--- src/hw/mmu_cfg_pkg.sv ---
package mmu_cfg_pkg;

// ============================================================================
// Address fields
// ============================================================================
localparam int VADR_W      = 32;	// Virtual address width
localparam int PADR_W      = 32;	// Physical address width
localparam int PAGE_BITS   = 12;	// 4 KB page offset
localparam int VPN1_LSB    = 22;	// Level-1 index is vadr[31:22]
localparam int VPN0_LSB    = 12;	// Level-0 index is vadr[21:12]
localparam int PPN_W       = 20;	// Physical page number width
localparam int PTE_BYTES   = 4;	// One PTE word per table slot

// ============================================================================
// TLB geometry
// ============================================================================
localparam int TLB_IDX_BITS = 4;
localparam int TLB_ENTRIES  = 16;
// Index sits at vadr[15:12], tag is everything above it
localparam int TLB_TAG_LSB  = 16;

// ============================================================================
// APB register map
// ============================================================================
localparam int APB_ADDR_W = 8;

localparam logic [APB_ADDR_W-1:0] REG_PTBR      = 8'h00;	// Table base, write flushes
localparam logic [APB_ADDR_W-1:0] REG_CTRL      = 8'h04;	// Bit 0 paging enable
localparam logic [APB_ADDR_W-1:0] REG_FAULT_ADR = 8'h08;	// Read only
localparam logic [APB_ADDR_W-1:0] REG_STATUS    = 8'h0C;	// Bit 0 fault pending, W1C

endpackage

--- src/hw/mmu_types_pkg.sv ---
package mmu_types_pkg;

// ============================================================================
// Bus ports
// ============================================================================
typedef struct packed {
	logic                                psel;
	logic                                penable;
	logic                                pwrite;
	logic [mmu_cfg_pkg::APB_ADDR_W-1:0]  paddr;
	logic [31:0]                         pwdata;
} apb_req_t;

typedef struct packed {
	logic        pready;
	logic        pslverr;
	logic [31:0] prdata;
} apb_rsp_t;

// Translation request and response
typedef struct packed {
	logic                            valid;
	logic [mmu_cfg_pkg::VADR_W-1:0]  vadr;
} xlat_req_t;

typedef struct packed {
	logic                            valid;
	logic                            fault;
	logic [mmu_cfg_pkg::PADR_W-1:0]  padr;
} xlat_rsp_t;

// Page table read port
typedef struct packed {
	logic                            valid;
	logic [mmu_cfg_pkg::PADR_W-1:0]  adr;
} mem_req_t;

typedef struct packed {
	logic        ack;
	logic [31:0] data;	// One PTE word
} mem_rsp_t;

// ============================================================================
// Internal links
// ============================================================================
typedef struct packed {
	logic                            valid;
	logic [mmu_cfg_pkg::VADR_W-1:0]  vadr;
} tlb_miss_t;

typedef struct packed {
	logic                            valid;
	logic                            fault;
	logic [mmu_cfg_pkg::VADR_W-1:0]  vadr;
	logic [mmu_cfg_pkg::PPN_W-1:0]   ppn;
} tlb_fill_t;

typedef struct packed {
	logic                            paging_en;
	logic [mmu_cfg_pkg::PPN_W-1:0]   ptbr_ppn;
	logic                            flush;	// One cycle, on PTBR write
} csr_ctl_t;

// ============================================================================
// Page table entry, one word seen two ways
// ============================================================================
typedef struct packed {
	logic                                           v;
	logic                                           s;	// Superpage at level 1
	logic [31-2-mmu_cfg_pkg::PPN_W:0]               rsvd;
	logic [mmu_cfg_pkg::PPN_W-1:0]                  ppn;
} pte_leaf_t;

typedef struct packed {
	logic                                           v;
	logic                                           s;	// Zero for a pointer
	logic [31-2-mmu_cfg_pkg::PPN_W:0]               rsvd;
	logic [mmu_cfg_pkg::PPN_W-1:0]                  tppn;	// Level-0 table page
} pte_ptr_t;

typedef union packed {
	pte_leaf_t leaf;
	pte_ptr_t  ptr;
} pte_u;

endpackage

--- src/hw/mmu_csr.sv ---
module mmu_csr (
	input  logic                      clk,
	input  logic                      rst,
	input  mmu_types_pkg::apb_req_t   apb_i,
	input  mmu_types_pkg::tlb_fill_t  fill_i,
	output mmu_types_pkg::apb_rsp_t   apb_o,
	output mmu_types_pkg::csr_ctl_t   ctl_o,
	output logic                      irq_o
);

logic                               access;	// APB access phase
logic                               reg_hit;	// Offset is in the map
logic                               wr_en;
logic                               wr_ptbr;
logic                               wr_ctrl;
logic                               sts_clr;
logic                               hw_fault;
logic [31:0]                        rd_data;

logic [mmu_cfg_pkg::PPN_W-1:0]      ptbr_ppn_q;
logic                               paging_en_q;
logic                               fault_pend_q;
logic [mmu_cfg_pkg::VADR_W-1:0]     fault_adr_q;

assign access   = apb_i.psel & apb_i.penable;
assign wr_en    = access & apb_i.pwrite & reg_hit;
assign wr_ptbr  = wr_en & (apb_i.paddr == mmu_cfg_pkg::REG_PTBR);
assign wr_ctrl  = wr_en & (apb_i.paddr == mmu_cfg_pkg::REG_CTRL);
assign sts_clr  = wr_en & (apb_i.paddr == mmu_cfg_pkg::REG_STATUS) & apb_i.pwdata[0];
assign hw_fault = fill_i.valid & fill_i.fault;	// Walker hit an invalid entry

// ============================================================================
// Read mux and offset decode
// ============================================================================
always_comb begin
	reg_hit = 1'b1;
	rd_data = '0;
	case (apb_i.paddr)
	mmu_cfg_pkg::REG_PTBR:      rd_data = {ptbr_ppn_q, {mmu_cfg_pkg::PAGE_BITS{1'b0}}};
	mmu_cfg_pkg::REG_CTRL:      rd_data = 32'(paging_en_q);
	mmu_cfg_pkg::REG_FAULT_ADR: rd_data = fault_adr_q;
	mmu_cfg_pkg::REG_STATUS:    rd_data = 32'(fault_pend_q);
	default:                    reg_hit = 1'b0;	// Hole in the map
	endcase
end

assign apb_o.pready  = 1'b1;	// Zero wait states
assign apb_o.pslverr = access & (~reg_hit |
	(apb_i.pwrite & (apb_i.paddr == mmu_cfg_pkg::REG_FAULT_ADR)));
assign apb_o.prdata  = rd_data;

// ============================================================================
// Registers
// ============================================================================
always_ff @(posedge clk) begin
	if (rst) begin
		ptbr_ppn_q   <= '0;
		paging_en_q  <= 1'b0;
		fault_pend_q <= 1'b0;
	end else begin
		if (wr_ptbr)
			ptbr_ppn_q <= apb_i.pwdata[mmu_cfg_pkg::PADR_W-1:mmu_cfg_pkg::PAGE_BITS];	// Page aligned
		if (wr_ctrl)
			paging_en_q <= apb_i.pwdata[0];
		if (hw_fault)
			fault_pend_q <= 1'b1;	// New fault beats a same-cycle clear
		else if (sts_clr)
			fault_pend_q <= 1'b0;
	end
end

// Faulting address, captured with the fault
always_ff @(posedge clk) begin
	if (hw_fault)
		fault_adr_q <= fill_i.vadr;
end

assign ctl_o.paging_en = paging_en_q;
assign ctl_o.ptbr_ppn  = ptbr_ppn_q;
assign ctl_o.flush     = wr_ptbr;	// Same edge as the new base
assign irq_o           = fault_pend_q;

endmodule

--- src/hw/tlb_dm.sv ---
module tlb_dm (
	input  logic                       clk,
	input  logic                       rst,
	input  mmu_types_pkg::csr_ctl_t    ctl_i,
	input  mmu_types_pkg::xlat_req_t   req_i,
	input  mmu_types_pkg::tlb_fill_t   fill_i,
	output logic                       ready_o,
	output mmu_types_pkg::xlat_rsp_t   rsp_o,
	output mmu_types_pkg::tlb_miss_t   miss_o
);

localparam int TAG_W = mmu_cfg_pkg::VADR_W - mmu_cfg_pkg::TLB_TAG_LSB;

// Entry storage
logic [mmu_cfg_pkg::TLB_ENTRIES-1:0]  vld_q;
logic [TAG_W-1:0]                     tag_q [mmu_cfg_pkg::TLB_ENTRIES];
logic [mmu_cfg_pkg::PPN_W-1:0]        ppn_q [mmu_cfg_pkg::TLB_ENTRIES];

// Lookup slot
logic                                 req_vld_q;
logic [mmu_cfg_pkg::VADR_W-1:0]       req_vadr_q;
logic                                 busy_q;	// Walk outstanding

// Response built from a fill
logic                                 frsp_vld_q;
logic                                 frsp_fault_q;
logic [mmu_cfg_pkg::PADR_W-1:0]       frsp_padr_q;

logic [mmu_cfg_pkg::TLB_IDX_BITS-1:0] rd_idx;
logic [mmu_cfg_pkg::TLB_IDX_BITS-1:0] wr_idx;
logic                                 hit;
logic                                 miss_now;
logic                                 fill_ok;

assign rd_idx   = req_vadr_q[mmu_cfg_pkg::VPN0_LSB +: mmu_cfg_pkg::TLB_IDX_BITS];
assign wr_idx   = fill_i.vadr[mmu_cfg_pkg::VPN0_LSB +: mmu_cfg_pkg::TLB_IDX_BITS];
assign hit      = vld_q[rd_idx] &
	(tag_q[rd_idx] == req_vadr_q[mmu_cfg_pkg::VADR_W-1:mmu_cfg_pkg::TLB_TAG_LSB]);
assign miss_now = req_vld_q & ctl_i.paging_en & ~hit;
assign fill_ok  = fill_i.valid & ~fill_i.fault;

assign ready_o = ~busy_q & ~miss_now;	// Stall from the miss slot on

// ============================================================================
// Response slot
// ============================================================================
always_comb begin
	if (frsp_vld_q) begin
		rsp_o.valid = 1'b1;
		rsp_o.fault = frsp_fault_q;
		rsp_o.padr  = frsp_padr_q;
	end else begin
		rsp_o.valid = req_vld_q & ~miss_now;
		rsp_o.fault = 1'b0;
		rsp_o.padr  = ctl_i.paging_en ?
			{ppn_q[rd_idx], req_vadr_q[mmu_cfg_pkg::PAGE_BITS-1:0]} : req_vadr_q;	// Bypass
	end
end

assign miss_o.valid = miss_now;
assign miss_o.vadr  = req_vadr_q;

// ============================================================================
// Control state
// ============================================================================
always_ff @(posedge clk) begin
	if (rst) begin
		req_vld_q  <= 1'b0;
		busy_q     <= 1'b0;
		frsp_vld_q <= 1'b0;
		vld_q      <= '0;
	end else begin
		req_vld_q  <= req_i.valid & ready_o;
		frsp_vld_q <= fill_i.valid;	// Answer one cycle after the fill
		if (miss_now)
			busy_q <= 1'b1;
		else if (fill_i.valid)
			busy_q <= 1'b0;
		if (fill_ok)
			vld_q[wr_idx] <= 1'b1;
		if (ctl_i.flush)
			vld_q <= '0;	// Flush wins over a fill
	end
end

// Payload, entries and captured addresses
always_ff @(posedge clk) begin
	if (req_i.valid & ready_o)
		req_vadr_q <= req_i.vadr;
	if (fill_ok) begin
		tag_q[wr_idx] <= fill_i.vadr[mmu_cfg_pkg::VADR_W-1:mmu_cfg_pkg::TLB_TAG_LSB];
		ppn_q[wr_idx] <= fill_i.ppn;
	end
	frsp_fault_q <= fill_i.fault;
	frsp_padr_q  <= fill_i.fault ? '0 :
		{fill_i.ppn, fill_i.vadr[mmu_cfg_pkg::PAGE_BITS-1:0]};
end

endmodule

--- src/hw/ptw_ctrl.sv ---
module ptw_ctrl (
	input  logic                       clk,
	input  logic                       rst,
	input  mmu_types_pkg::csr_ctl_t    ctl_i,
	input  mmu_types_pkg::tlb_miss_t   miss_i,
	input  mmu_types_pkg::mem_rsp_t    mem_rsp_i,
	output mmu_types_pkg::mem_req_t    mem_req_o,
	output mmu_types_pkg::tlb_fill_t   fill_o
);

localparam int VPN_W = mmu_cfg_pkg::VPN1_LSB - mmu_cfg_pkg::VPN0_LSB;	// Bits per level

typedef enum logic [1:0] {
	IDLE,
	L1_READ,	// Level-1 entry in flight
	L0_READ,	// Level-0 entry in flight
	FILL	// Fill pulse to the TLB
} ptw_state_e;

ptw_state_e                      state_q;
logic                            mem_vld_q;
logic [mmu_cfg_pkg::PADR_W-1:0]  mem_adr_q;
logic [mmu_cfg_pkg::VADR_W-1:0]  vadr_q;	// Address being walked
logic                            fill_fault_q;
logic [mmu_cfg_pkg::PPN_W-1:0]   fill_ppn_q;

mmu_types_pkg::pte_u             pte;
logic                            acked;
logic [mmu_cfg_pkg::PADR_W-1:0]  l1_adr;
logic [mmu_cfg_pkg::PADR_W-1:0]  l0_adr;
logic [mmu_cfg_pkg::PPN_W-1:0]   super_ppn;

assign pte   = mem_rsp_i.data;
assign acked = mem_vld_q & mem_rsp_i.ack;

// ============================================================================
// Table addresses
// ============================================================================
// Base page plus vpn1 slot
assign l1_adr = {ctl_i.ptbr_ppn, {mmu_cfg_pkg::PAGE_BITS{1'b0}}} +
	mmu_cfg_pkg::PADR_W'(miss_i.vadr[mmu_cfg_pkg::VADR_W-1:mmu_cfg_pkg::VPN1_LSB]) *
	mmu_cfg_pkg::PADR_W'(mmu_cfg_pkg::PTE_BYTES);

// Pointer view names the level-0 table
assign l0_adr = {pte.ptr.tppn, {mmu_cfg_pkg::PAGE_BITS{1'b0}}} +
	mmu_cfg_pkg::PADR_W'(vadr_q[mmu_cfg_pkg::VPN1_LSB-1:mmu_cfg_pkg::VPN0_LSB]) *
	mmu_cfg_pkg::PADR_W'(mmu_cfg_pkg::PTE_BYTES);

// 4 MB leaf, upper PPN bits from the entry and vpn0 passes through
assign super_ppn = {pte.leaf.ppn[mmu_cfg_pkg::PPN_W-1:VPN_W],
	vadr_q[mmu_cfg_pkg::VPN1_LSB-1:mmu_cfg_pkg::VPN0_LSB]};

// ============================================================================
// Walk FSM
// ============================================================================
always_ff @(posedge clk) begin
	if (rst) begin
		state_q   <= IDLE;
		mem_vld_q <= 1'b0;
	end else begin
		case (state_q)
		IDLE:
			if (miss_i.valid) begin
				mem_vld_q <= 1'b1;	// Level-1 read out at once
				state_q   <= L1_READ;
			end
		L1_READ:
			if (acked) begin
				mem_vld_q <= 1'b0;
				if (!pte.leaf.v || pte.leaf.s)
					state_q <= FILL;	// Fault or superpage ends here
				else
					state_q <= L0_READ;
			end
		L0_READ:
			if (acked) begin
				mem_vld_q <= 1'b0;
				state_q   <= FILL;
			end else if (!mem_vld_q) begin
				mem_vld_q <= 1'b1;	// Issue after the idle gap
			end
		FILL:
			state_q <= IDLE;
		default:
			state_q <= IDLE;
		endcase
	end
end

// Walk payload
always_ff @(posedge clk) begin
	case (state_q)
	IDLE:
		if (miss_i.valid) begin
			vadr_q    <= miss_i.vadr;
			mem_adr_q <= l1_adr;
		end
	L1_READ:
		if (acked) begin
			mem_adr_q    <= l0_adr;	// Unused unless a pointer
			fill_fault_q <= ~pte.leaf.v;
			fill_ppn_q   <= super_ppn;
		end
	L0_READ:
		if (acked) begin
			fill_fault_q <= ~pte.leaf.v;
			fill_ppn_q   <= pte.leaf.ppn;
		end
	default: ;
	endcase
end

assign mem_req_o.valid = mem_vld_q;
assign mem_req_o.adr   = mem_adr_q;

assign fill_o.valid = (state_q == FILL);	// One cycle pulse
assign fill_o.fault = fill_fault_q;
assign fill_o.vadr  = vadr_q;
assign fill_o.ppn   = fill_ppn_q;

endmodule

--- src/hw/mmu_top.sv ---
module mmu_top (
	input  logic                       clk,
	input  logic                       rst,
	input  mmu_types_pkg::apb_req_t    apb_i,
	input  mmu_types_pkg::xlat_req_t   xlat_req_i,
	input  mmu_types_pkg::mem_rsp_t    mem_rsp_i,
	output mmu_types_pkg::apb_rsp_t    apb_o,
	output logic                       xlat_ready_o,
	output mmu_types_pkg::xlat_rsp_t   xlat_rsp_o,
	output mmu_types_pkg::mem_req_t    mem_req_o,
	output logic                       irq_o
);

mmu_types_pkg::csr_ctl_t   csr_ctl;	// Base, enable, flush
mmu_types_pkg::tlb_miss_t  tlb_miss;	// TLB to walker
mmu_types_pkg::tlb_fill_t  tlb_fill;	// Walker to TLB and CSRs

// ============================================================================
// Register block
// ============================================================================
mmu_csr i_csr (
	.clk    (clk),
	.rst    (rst),
	.apb_i  (apb_i),
	.fill_i (tlb_fill),
	.apb_o  (apb_o),
	.ctl_o  (csr_ctl),
	.irq_o  (irq_o)
);

// Lookup, accepts requests and answers them
tlb_dm i_tlb (
	.clk     (clk),
	.rst     (rst),
	.ctl_i   (csr_ctl),
	.req_i   (xlat_req_i),
	.fill_i  (tlb_fill),
	.ready_o (xlat_ready_o),
	.rsp_o   (xlat_rsp_o),
	.miss_o  (tlb_miss)
);

// Table walker, one walk at a time
ptw_ctrl i_ptw (
	.clk       (clk),
	.rst       (rst),
	.ctl_i     (csr_ctl),
	.miss_i    (tlb_miss),
	.mem_rsp_i (mem_rsp_i),
	.mem_req_o (mem_req_o),
	.fill_o    (tlb_fill)
);

endmodule

--- config.mk ---
export PLATFORM = sky130hd
export DESIGN_NAME = mmu_top
export DESIGN_NICKNAME = d
export VERILOG_FILES = /design/src/hw/mmu_cfg_pkg.sv /design/src/hw/mmu_types_pkg.sv /design/src/hw/mmu_csr.sv /design/src/hw/tlb_dm.sv /design/src/hw/ptw_ctrl.sv /design/src/hw/mmu_top.sv
export SDC_FILE = /design/constraint.sdc
export NUM_CORES = 1
export LEC_CHECK = 0
export ABC_CLOCK_PERIOD_IN_PS = 3900
export BUFFER_PORTS_ARGS = -buffer_cell sky130_fd_sc_hd__buf_2
export CORE_UTILIZATION = 40
export CTS_CLUSTER_SIZE = 30
export DETAILED_ROUTE_END_ITERATION = 10
export PLACE_DENSITY = 0.69
export SETUP_SLACK_MARGIN = 0.2
export SKIP_LAST_GASP = 1
export SLEW_MARGIN = 20
export SYNTH_ARGS = -nofsm -noshare
export SYNTH_HDL_FRONTEND = slang
export SYNTH_SLANG_ARGS = --single-unit
--- constraint.sdc ---
create_clock -name clk -period 3.9 [get_ports clk]
set_input_delay 0.39 -clock clk [delete_from_list [all_inputs] [get_ports clk]]
set_output_delay 0.39 -clock clk [all_outputs]
set_load 0.01 [all_outputs]
Yosys cells after proc, flatten, opt, wreduce, memory -nomap -nowiden:

Memory sizes are Yosys's and may differ from the RTL's. A register that Yosys moved wholly into a read port is not among the register bits.
Index checks and enable logic that the tools add are counted.

* register bits: 226
* bits in writable memories: 576
* input bits: 111
* output and inout port bits: 103
* logic and storage cells: 110
* memories: 2

* add/subtract/negate cells: 2
* magnitude comparators: 3
* eq/ne operators: 10
* muxes and demuxes: 31
* bitwise logic cells: 26
* reduce and logical (&&, ||, !) cells: 19

Memory list
* i_tlb.ppn_q: words 16, bits a word 20, rd ports 1, clocked after Yosys merged registers in 1, wr ports 1, RTL line tlb_dm.sv:17 `logic [mmu_cfg_pkg::PPN_W-1:0] ppn_q [mmu_cfg_pkg::TLB_ENTRIES];`
* i_tlb.tag_q: words 16, bits a word 16, rd ports 1, clocked after Yosys merged registers in 1, wr ports 1, RTL line tlb_dm.sv:16 `logic [TAG_W-1:0] tag_q [mmu_cfg_pkg::TLB_ENTRIES];`

Operator list (number)
* $pmux 32 s4: 1
* $mux 32: 3
* $add 32x12->32: 2
* $pmux 32 s2: 1
* $mux 20: 2
* $pmux 20 s2: 1
* $mux 34: 1
* $and 1x1->1: 18
* $eq 16x16->1: 1
* $eq 8x4->1 const B: 2
* $or 16x16->16: 1
* $mux 1: 13
* $reduce_and 3->1: 4
* $lt 4x5->1 const B: 2
* $eq 8x3->1 const B: 1
* $logic_not 8->1: 1
* $mux 4: 2
* $pmux 2 s4: 1
* $reduce_bool 2->1: 4
* $mux 2: 3
* $not 1->1: 6
* $bmux 1 s4: 1
* $demux 1 s4: 1
* $eq 2x2->1 const B: 2
* 14 further kinds: 17

Depth between registers and ports, before layout:

Gate-level depths: netlist (run 1).

* depth in word-level cells: 9
* gate-level depth with buffers: 13
* gate-level depth less buffers: 9

Hierarchy:

Synthesis (run 1) repeated with hierarchy kept, for this count alone.

* cells, all modules: 1575
* area, all modules: 31348.8 µm²

Modules (own cells, without submodules)
* tlb_dm: times used 1, cells each 1204, area an instance 25553.3 µm², sequential area each 19378.6 µm²
* ptw_ctrl: times used 1, cells each 166, area an instance 3310.7 µm², sequential area each 2552.4 µm²
* mmu_csr: times used 1, cells each 205, area an instance 2484.9 µm², sequential area each 1401.3 µm²

Worst setup path after synthesis (run 1):

OpenSTA, ideal clock, no wires.

* path kind: register to register
* start: reg i_ptw.state_q[1]
* end: mem i_tlb.ppn_q[1][0] (netlist bit), enable pin
* setup time: 0.476 ns
* arrival: 3.714 ns
* required time: 3.424 ns
* setup slack: -0.290 ns
* cell stages (with the launch flop): 5
* path buffers: 0
* clock period less this slack: 4.190 ns
* path through: dfxtp_1 > ha_1 > nand2b_1 > or3b_2 > nor3_1

RTL lines
* start, declared: RTL line ptw_ctrl.sv:20 `ptw_state_e state_q;`
* start signal, assigned: RTL line ptw_ctrl.sv:58 `state_q <= IDLE;`
* start signal, assigned: RTL line ptw_ctrl.sv:65 `state_q <= L1_READ;`
* start signal, assigned: RTL line ptw_ctrl.sv:71 `state_q <= FILL;`
* end, declared: RTL line tlb_dm.sv:17

==> results of run 1 <==
[critical path, cell delays in order, from the launching register on]
cell and delay [ps]:
dfxtp_4 410, buf_4 130, mux4_2 500, xor2_1 180
o21ai_0 240, o211ai_1 130, or4_4 440, and4bb_4 390
buf_6 120, a31o_4 140, buf_6 110, nor2b_4 150
buf_6 110
[cell families after synthesis]
logic type,after synthesis,synth area share [%]
buffers and inverters,90,1.439
flip-flops,804,75.80
adder cells (fa/ha/maj),6,0.2439
multiplexers,298,16.79
AND/OR/NAND/NOR,209,3.288
XOR/XNOR,28,0.7966
AO/OA/AOI/OAI,83,1.626
other,2,0.02440
[per-stage QoR]
stage / setup TNS [ps] / cell area (sq um) / hold slack (ps)
6_report: -287.6 / 37330 / 25.14
5_1_grt: -516.1 / 37330 / 26.52
3_5_place_dp: -2082 / 33690 / 424.3
2_1_floorplan: 0 / 30810 / 418.0
4_1_cts: -446.6 / 37020 / 1.908
3_3_place_gp: -1168 / 33690 / 424.2
[sequential cells by signal, indices dropped and copies added (netlist names), 2 cells and up, named ones only]
signal and count:
i_tlb.ppn_q 320, i_tlb.tag_q 256, i_csr.fault_adr_q 32, i_ptw.vadr_q 32
i_tlb.frsp_padr_q 32, i_tlb.req_vadr_q 32, i_ptw.mem_adr_q 30, i_csr.ptbr_ppn_q 20
i_ptw.fill_ppn_q 20, i_tlb.vld_q 16, i_ptw.state_q 2
[power by group through the flow]
stage          Sequential [uW]  Clock, uW  Combinational [uW]
4_1_cts                   9340       7460                 919
2_1_floorplan             9490          0                 559
6_report                  9340       7360                 967
3_5_place_dp              9540          0                 804
3_3_place_gp              9540          0                 798
5_1_grt                   9340       7780                1020
[final timing paths]
kind                            slack, ps                   end  cells after the start       startpoint
worst max-delay path                 -150          xlat_ready_o                     12        flip-flop
worst min-delay path                   30   i_csr.ptbr_ppn_q[2]                      3        apb_i[14]
worst max register to register        180   i_ptw.mem_adr_q[30]                     14        flip-flop
worst min register to register        440  i_csr.fault_adr_q[4]                      0  i_ptw.vadr_q[4]
[synth_stat cells (14+ instances only)]
library cell and n:
nor2b_1 38, clkbuf_1 32, mux2_2 53, o21a_1 16
nand2_1 77, dfxtp_1 81, xor2_1 17, buf_1 20
nor2_1 44, and3_1 14, edfxtp_1 723, o21ai_0 27
a21oi_1 25, mux2i_1 73, mux4_2 166
[area by class of cell]
cell class,instances,area share [%]
clock inverter,46,1.156
clock buffer,97,5.469
multi-input combinational,627,19.42
inverter,8,0.08043
tap,1030,3.452
sequential,804,62.54
timing repair buffer,373,7.872
antenna,1,0.006703
[routing by layer]
layer	GRT usage (%)	vias up	part of all wire [%]
met1	28.42	8652	39
met2	34.33	872	48
met4	5.605	4	2.0
li1	-	6854	-
met5	0	-	0.029
met3	5.872	117	10
[timing repair]
item | 4_1_cts | 5_1_grt
endpoints found under the hold margin | 57 | 0
cloned | 0 | 4
pin swaps | 4 | 8
setup endpoints to repair | 120 | 51
gates resized for setup | 21 | 28
buffers inserted | 22 | 14
hold buffers | 55 | 0
==> impl_metrics.csv, run 1 <==
group,metric,value,unit
outcome,status,"finished with violations",
outcome,violations,"setup timing",
power,p_switching,3710,uW
power,clockPowerShare,41.7,%
yosys,synth_flop_cell,"edfxtp_1",
clock_tree,h-tree-depth,3,
yosys,synth-edff-count,723,
power,power.density,473.3,nW/um^2
timing,worst_pin_slew,1111,ps
timing,period_needed,4052,ps
power,power,17670,uW
yosys,syn_avg_cell_area,20.25,sq um
final_layout,drive_gt1_share,35.19,%
final_layout,layout_commonest_cell,"edfxtp_1",
global_routing,grt_usage,21.26,%
route,wl_per_cell,27.88,microns
global_routing,grt_max_degree,47,
worst_setup_path,crit_required,3510,ps
global_routing,grt_pass1_wl,118000,microns
timing,setup_viol,2,
route,drtPass1Iterations,6,
clock_tree,cts.sink_count,804,
yosys,synth.area.top_cells,"edfxtp_1, mux4_2, dfxtp_1",
placed_design,place_congestion,0.8145,
timing,rsz0062_at_grt,"yes",
final_layout,fin_util,49.08,%
final_layout,ff_latch_area,23350,sq um
route,drtIter0Drc,1801,
timing,fin_ws,-152.2,ps
power,peakVddDrop,319.5,uV
timing,slew_violations,0,
final_layout,fill_cells,6148,
placed_design,place_hpwl,50210,microns
placed_design,dp_slack,-75.11,ps
power,combPwrFrac,5.5,%
final_layout,stdcell_count,2986,
floorplan,core,76080,sq um
timing,fmax,246.8,MHz
power,seqPwrFrac,52.9,%
worst_setup_path,startpoint_type,"flip-flop",
yosys,async_flop_share,0,%
yosys,synth_top_cell_area_share,70.53,%
route,via_per_inst,5.525,
run,maxCapViolCount,0,
global_routing,gr-total-overflow,0,
final_layout,multi_input_area,7251,sq um
final_layout,num-nets-final,2008,
yosys,yosysWarningCount,0,
clock_tree,clock_latency,650,ps
worst_setup_path,crit_type,"flip-flop to output port",
timing,relSlewSlack,25.65,%
final_layout,syn_to_final_growth,21.28,%
placed_design,port_buffers,189,
power,power_leakage,0.01264,uW
floorplan,io_pins,214,
final_layout,layout_common_cells,"edfxtp_1, buf_2, mux4_2, buf_4, clkbuf_16",
route,ant_nets,0,
worst_setup_path,crit_path_max_fanout,7,
yosys,yosys.area.top_type,"edfxtp_1",
floorplan,rows,101,
global_routing,grt_antenna_before_repair,6,
clock_tree,cts.clk_slew.worst_paths,60,ps
power,p_int,13960,uW
timing,finClkSkew,37.31,ps
worst_setup_path,worstPathArrival,3660,ps
hold_path,hold_class,"input port to flip-flop",
floorplan,die_h,279.4,microns
worst_setup_path,worst_setup_path_end_kind,"output port",
yosys,synth_seq_cells,804,
yosys,syn-instance-count,1520,
route,drc,0,
yosys,synth_area,30780,sq um
clock_tree,cts_root_buf,"clkbuf_16",
global_routing,first_global_vias,16950,
power,switching_share,21.00,%
route,vias,16500,
floorplan,die_x,279.4,microns
floorplan,dieArea,78070,sq um
timing,period_share,103.9,%
route,routed_wl,83250,microns
clock_tree,cts_tree,"done",
timing,hold_viol,0,
clock_tree,clk_path_buf_depth,3,
yosys,synth.distinct_cells,53,
placed_design,place_inst,2747,
yosys,seq_area_frac_synth,75.80,%
clock_tree,cts_buffers,77,
floorplan,start_util,40.46,%
Power figures use the tool's default switching activity.
==> inputs of run 2 (changes only) <==
- CORE_UTILIZATION: 40 -> 50
- PLACE_DENSITY: 0.69 -> 0.81
- TNS_END_PERCENT: unset -> 100
==> run 2 against run 1 <==
Compared with the run above:
- the run still ends with setup timing left
- via count grew 2.3%
- setup slack better by 32 ps
- maximum frequency up 0.80%
- sequential power about the same
- critical path type unchanged
- highest routed layer unchanged
==> impl_metrics.csv, run 2 (synthesis results as in run 1) <==
group,metric,value,unit
outcome,status,"finished with violations",
outcome,violations,"setup timing",
timing,setup_viol,2,
worst_setup_path,r2r-end,"i_ptw.mem_adr_q[2]",
final_layout,top_regs,"i_tlb.ppn_q: 320 flops, i_tlb.tag_q: 256 flops",
clock_tree,clk_path_buf_depth,3,
floorplan,dieArea,62560,sq um
timing,fin_ws,-120.2,ps
power,power_leakage,0.01248,uW
final_layout,stdcell_count,2698,
clock_tree,cts_root_buf,"clkbuf_16",
timing,period_needed,4020,ps
worst_setup_path,crit_type,"flip-flop to output port",
worst_setup_path,reg2reg_slack,280,ps
placed_design,place_hpwl,47250,microns
final_layout,top_register,"i_tlb.ppn_q",
worst_setup_path,ff2ff_path_depth,13,
worst_setup_path,crit_required,3510,ps
final_layout,layout_commonest_cell,"edfxtp_1",
timing,period_share,103.1,%
clock_tree,cts.clk_slew.worst_paths,60,ps
clock_tree,clock_latency,610,ps
hold_path,hold_class,"input port to flip-flop",
route,drtPass1Iterations,5,
global_routing,grt_antenna_before_repair,4,
placed_design,place_congestion,0.8169,
clock_tree,cts_tree,"done",
timing,slew_violations,0,
floorplan,die_x,250.1,microns
worst_setup_path,crit_path_max_fanout,6,
route,drc,0,
run,maxCapViolCount,0,
final_layout,drive_gt1_share,34.66,%
final_layout,syn_to_final_growth,18.97,%
global_routing,grt_max_degree,53,
placed_design,place_inst,2492,
power,power,17530,uW
final_layout,fin_util,60.45,%
route,vias,16880,
global_routing,grt_usage,26.41,%
global_routing,grt_pass1_wl,117900,microns
route,wl_per_cell,30.66,microns
timing,relSlewSlack,29.65,%
clock_tree,h-tree-depth,3,
timing,hold_viol,0,
final_layout,layout_common_cells,"edfxtp_1, buf_2, mux4_2, buf_4",
final_layout,final_area,36620,sq um
placed_design,postPlaceCellArea,33350,sq um
placed_design,port_buffers,189,
worst_setup_path,startpoint_type,"flip-flop",
timing,rsz0062_at_grt,"yes",
floorplan,start_util,50.81,%
final_layout,fill_cells,3947,
power,power.density,478.7,nW/um^2
worst_setup_path,worstPathArrival,3630,ps
worst_setup_path,crit_end,"xlat_ready_o",
floorplan,io_pins,214,
timing,fmax,248.7,MHz
route,via_per_inst,6.256,
final_layout,multi_input_area,7223,sq um
clock_tree,cts_buffers,74,
floorplan,rows,90,
route,ant_nets,0,
global_routing,first_global_vias,17470,
clock_tree,cts.sink_count,804,
timing,worst_pin_slew,1051,ps
final_layout,num-nets-final,1975,
final_layout,n_antenna_cell,0,
final_layout,largest_reg_flops,320,
final_layout,ff_latch_area,23350,sq um
route,routed_wl,82720,microns
power,peakVddDrop,292.3,uV
worst_setup_path,worst_setup_path_end_kind,"output port",
global_routing,gr-total-overflow,0,
route,drtIter0Drc,1995,
floorplan,die_h,250.1,microns
timing,finClkSkew,21.30,ps
floorplan,core,60580,sq um
run 2: cell types whose count changed in the layout (fill, tap and decap cells not counted), moves of 5 or more:
cell,delta
buf_16,+6
buf_4,-9
clkbuf_8,+6
clkinv_1,-8
buf_12,-5
dlygate4sd3_1,-13
run 2: worst max-delay path: stages (launching register included):
cell and delay (ps):
dfxtp_4 420, buf_6 150, mux4_2 490, mux2i_1 180, xor2_1 270, o211ai_1 120, or4_4 440, and4bb_1 310
a31o_4 170, buf_6 100, nor2b_4 180, buf_6 110, buf_6 90
run 2: how the worst min path moves through the flow:
stage | to | start | depth (start not counted)
3_3_place_gp | i_csr.fault_adr_q[1] | i_ptw.vadr_q[1] | 0
3_5_place_dp | i_csr.fault_adr_q[10] | i_ptw.vadr_q[10] | 0
6_report | i_csr.ptbr_ppn_q[3] | apb_i[15] | 3
2_1_floorplan | i_csr.fault_adr_q[0] | i_ptw.vadr_q[0] | 0
4_1_cts | i_csr.ptbr_ppn_q[3] | apb_i[15] | 3
5_1_grt | i_tlb.req_vadr_q[21] | xlat_req_i[21] | 1
run 2: power breakdown:
part	switching (uW)	internal, uW	total, uW
Sequential	51.7	9290	9340
Clock	3100	4150	7250
Combinational	438	507	945
run 2: layout make-up:
class / count / area share [%]
Clock inverter: 27 / 0.7072
Timing Repair Buffer: 343 / 7.216
Multi-Input combinational cell: 627 / 19.72
Sequential cell: 804 / 63.76
Inverter: 8 / 0.08200
Clock buffer: 107 / 5.842
Tap cell: 782 / 2.672
run 2: per-stage QoR:
| stage | hold WS [ps] | setup WS [ps] | setup TNS (ps) |
|---|---|---|---|
| global route | 10.74 | -205.5 | -384.8 |
| floorplan | 418.0 | 430.8 | 0 |
| global placement | 425.2 | 13.89 | 0 |
| CTS | 1.287 | -129.1 | -225.3 |
| finish | 16.12 | -120.2 | -234.0 |
| detailed placement | 426.1 | 38.75 | 0 |
run 2: layer usage:
layer / global-route usage, % / vias to the layer above / routed length [microns]
met1: 33.36 / 8589 / 28800
li1: - / 6762 / -
met4: 13.64 / 6 / 4218
met2: 43.29 / 1261 / 40710
met5: 0 / - / 36
met3: 5.622 / 261 / 8955
run 2: timing repair:
| item | 4_1_cts | 5_1_grt |
|---|---|---|
| resized for setup | 26 | 10 |
| endpoints found under the hold margin | 42 | 0 |
| cloned | 4 | 0 |
| hold buffers | 42 | 0 |
| endpoints found under the setup margin | 66 | 8 |
| buffers inserted | 16 | 10 |
| pin swaps | 9 | 2 |
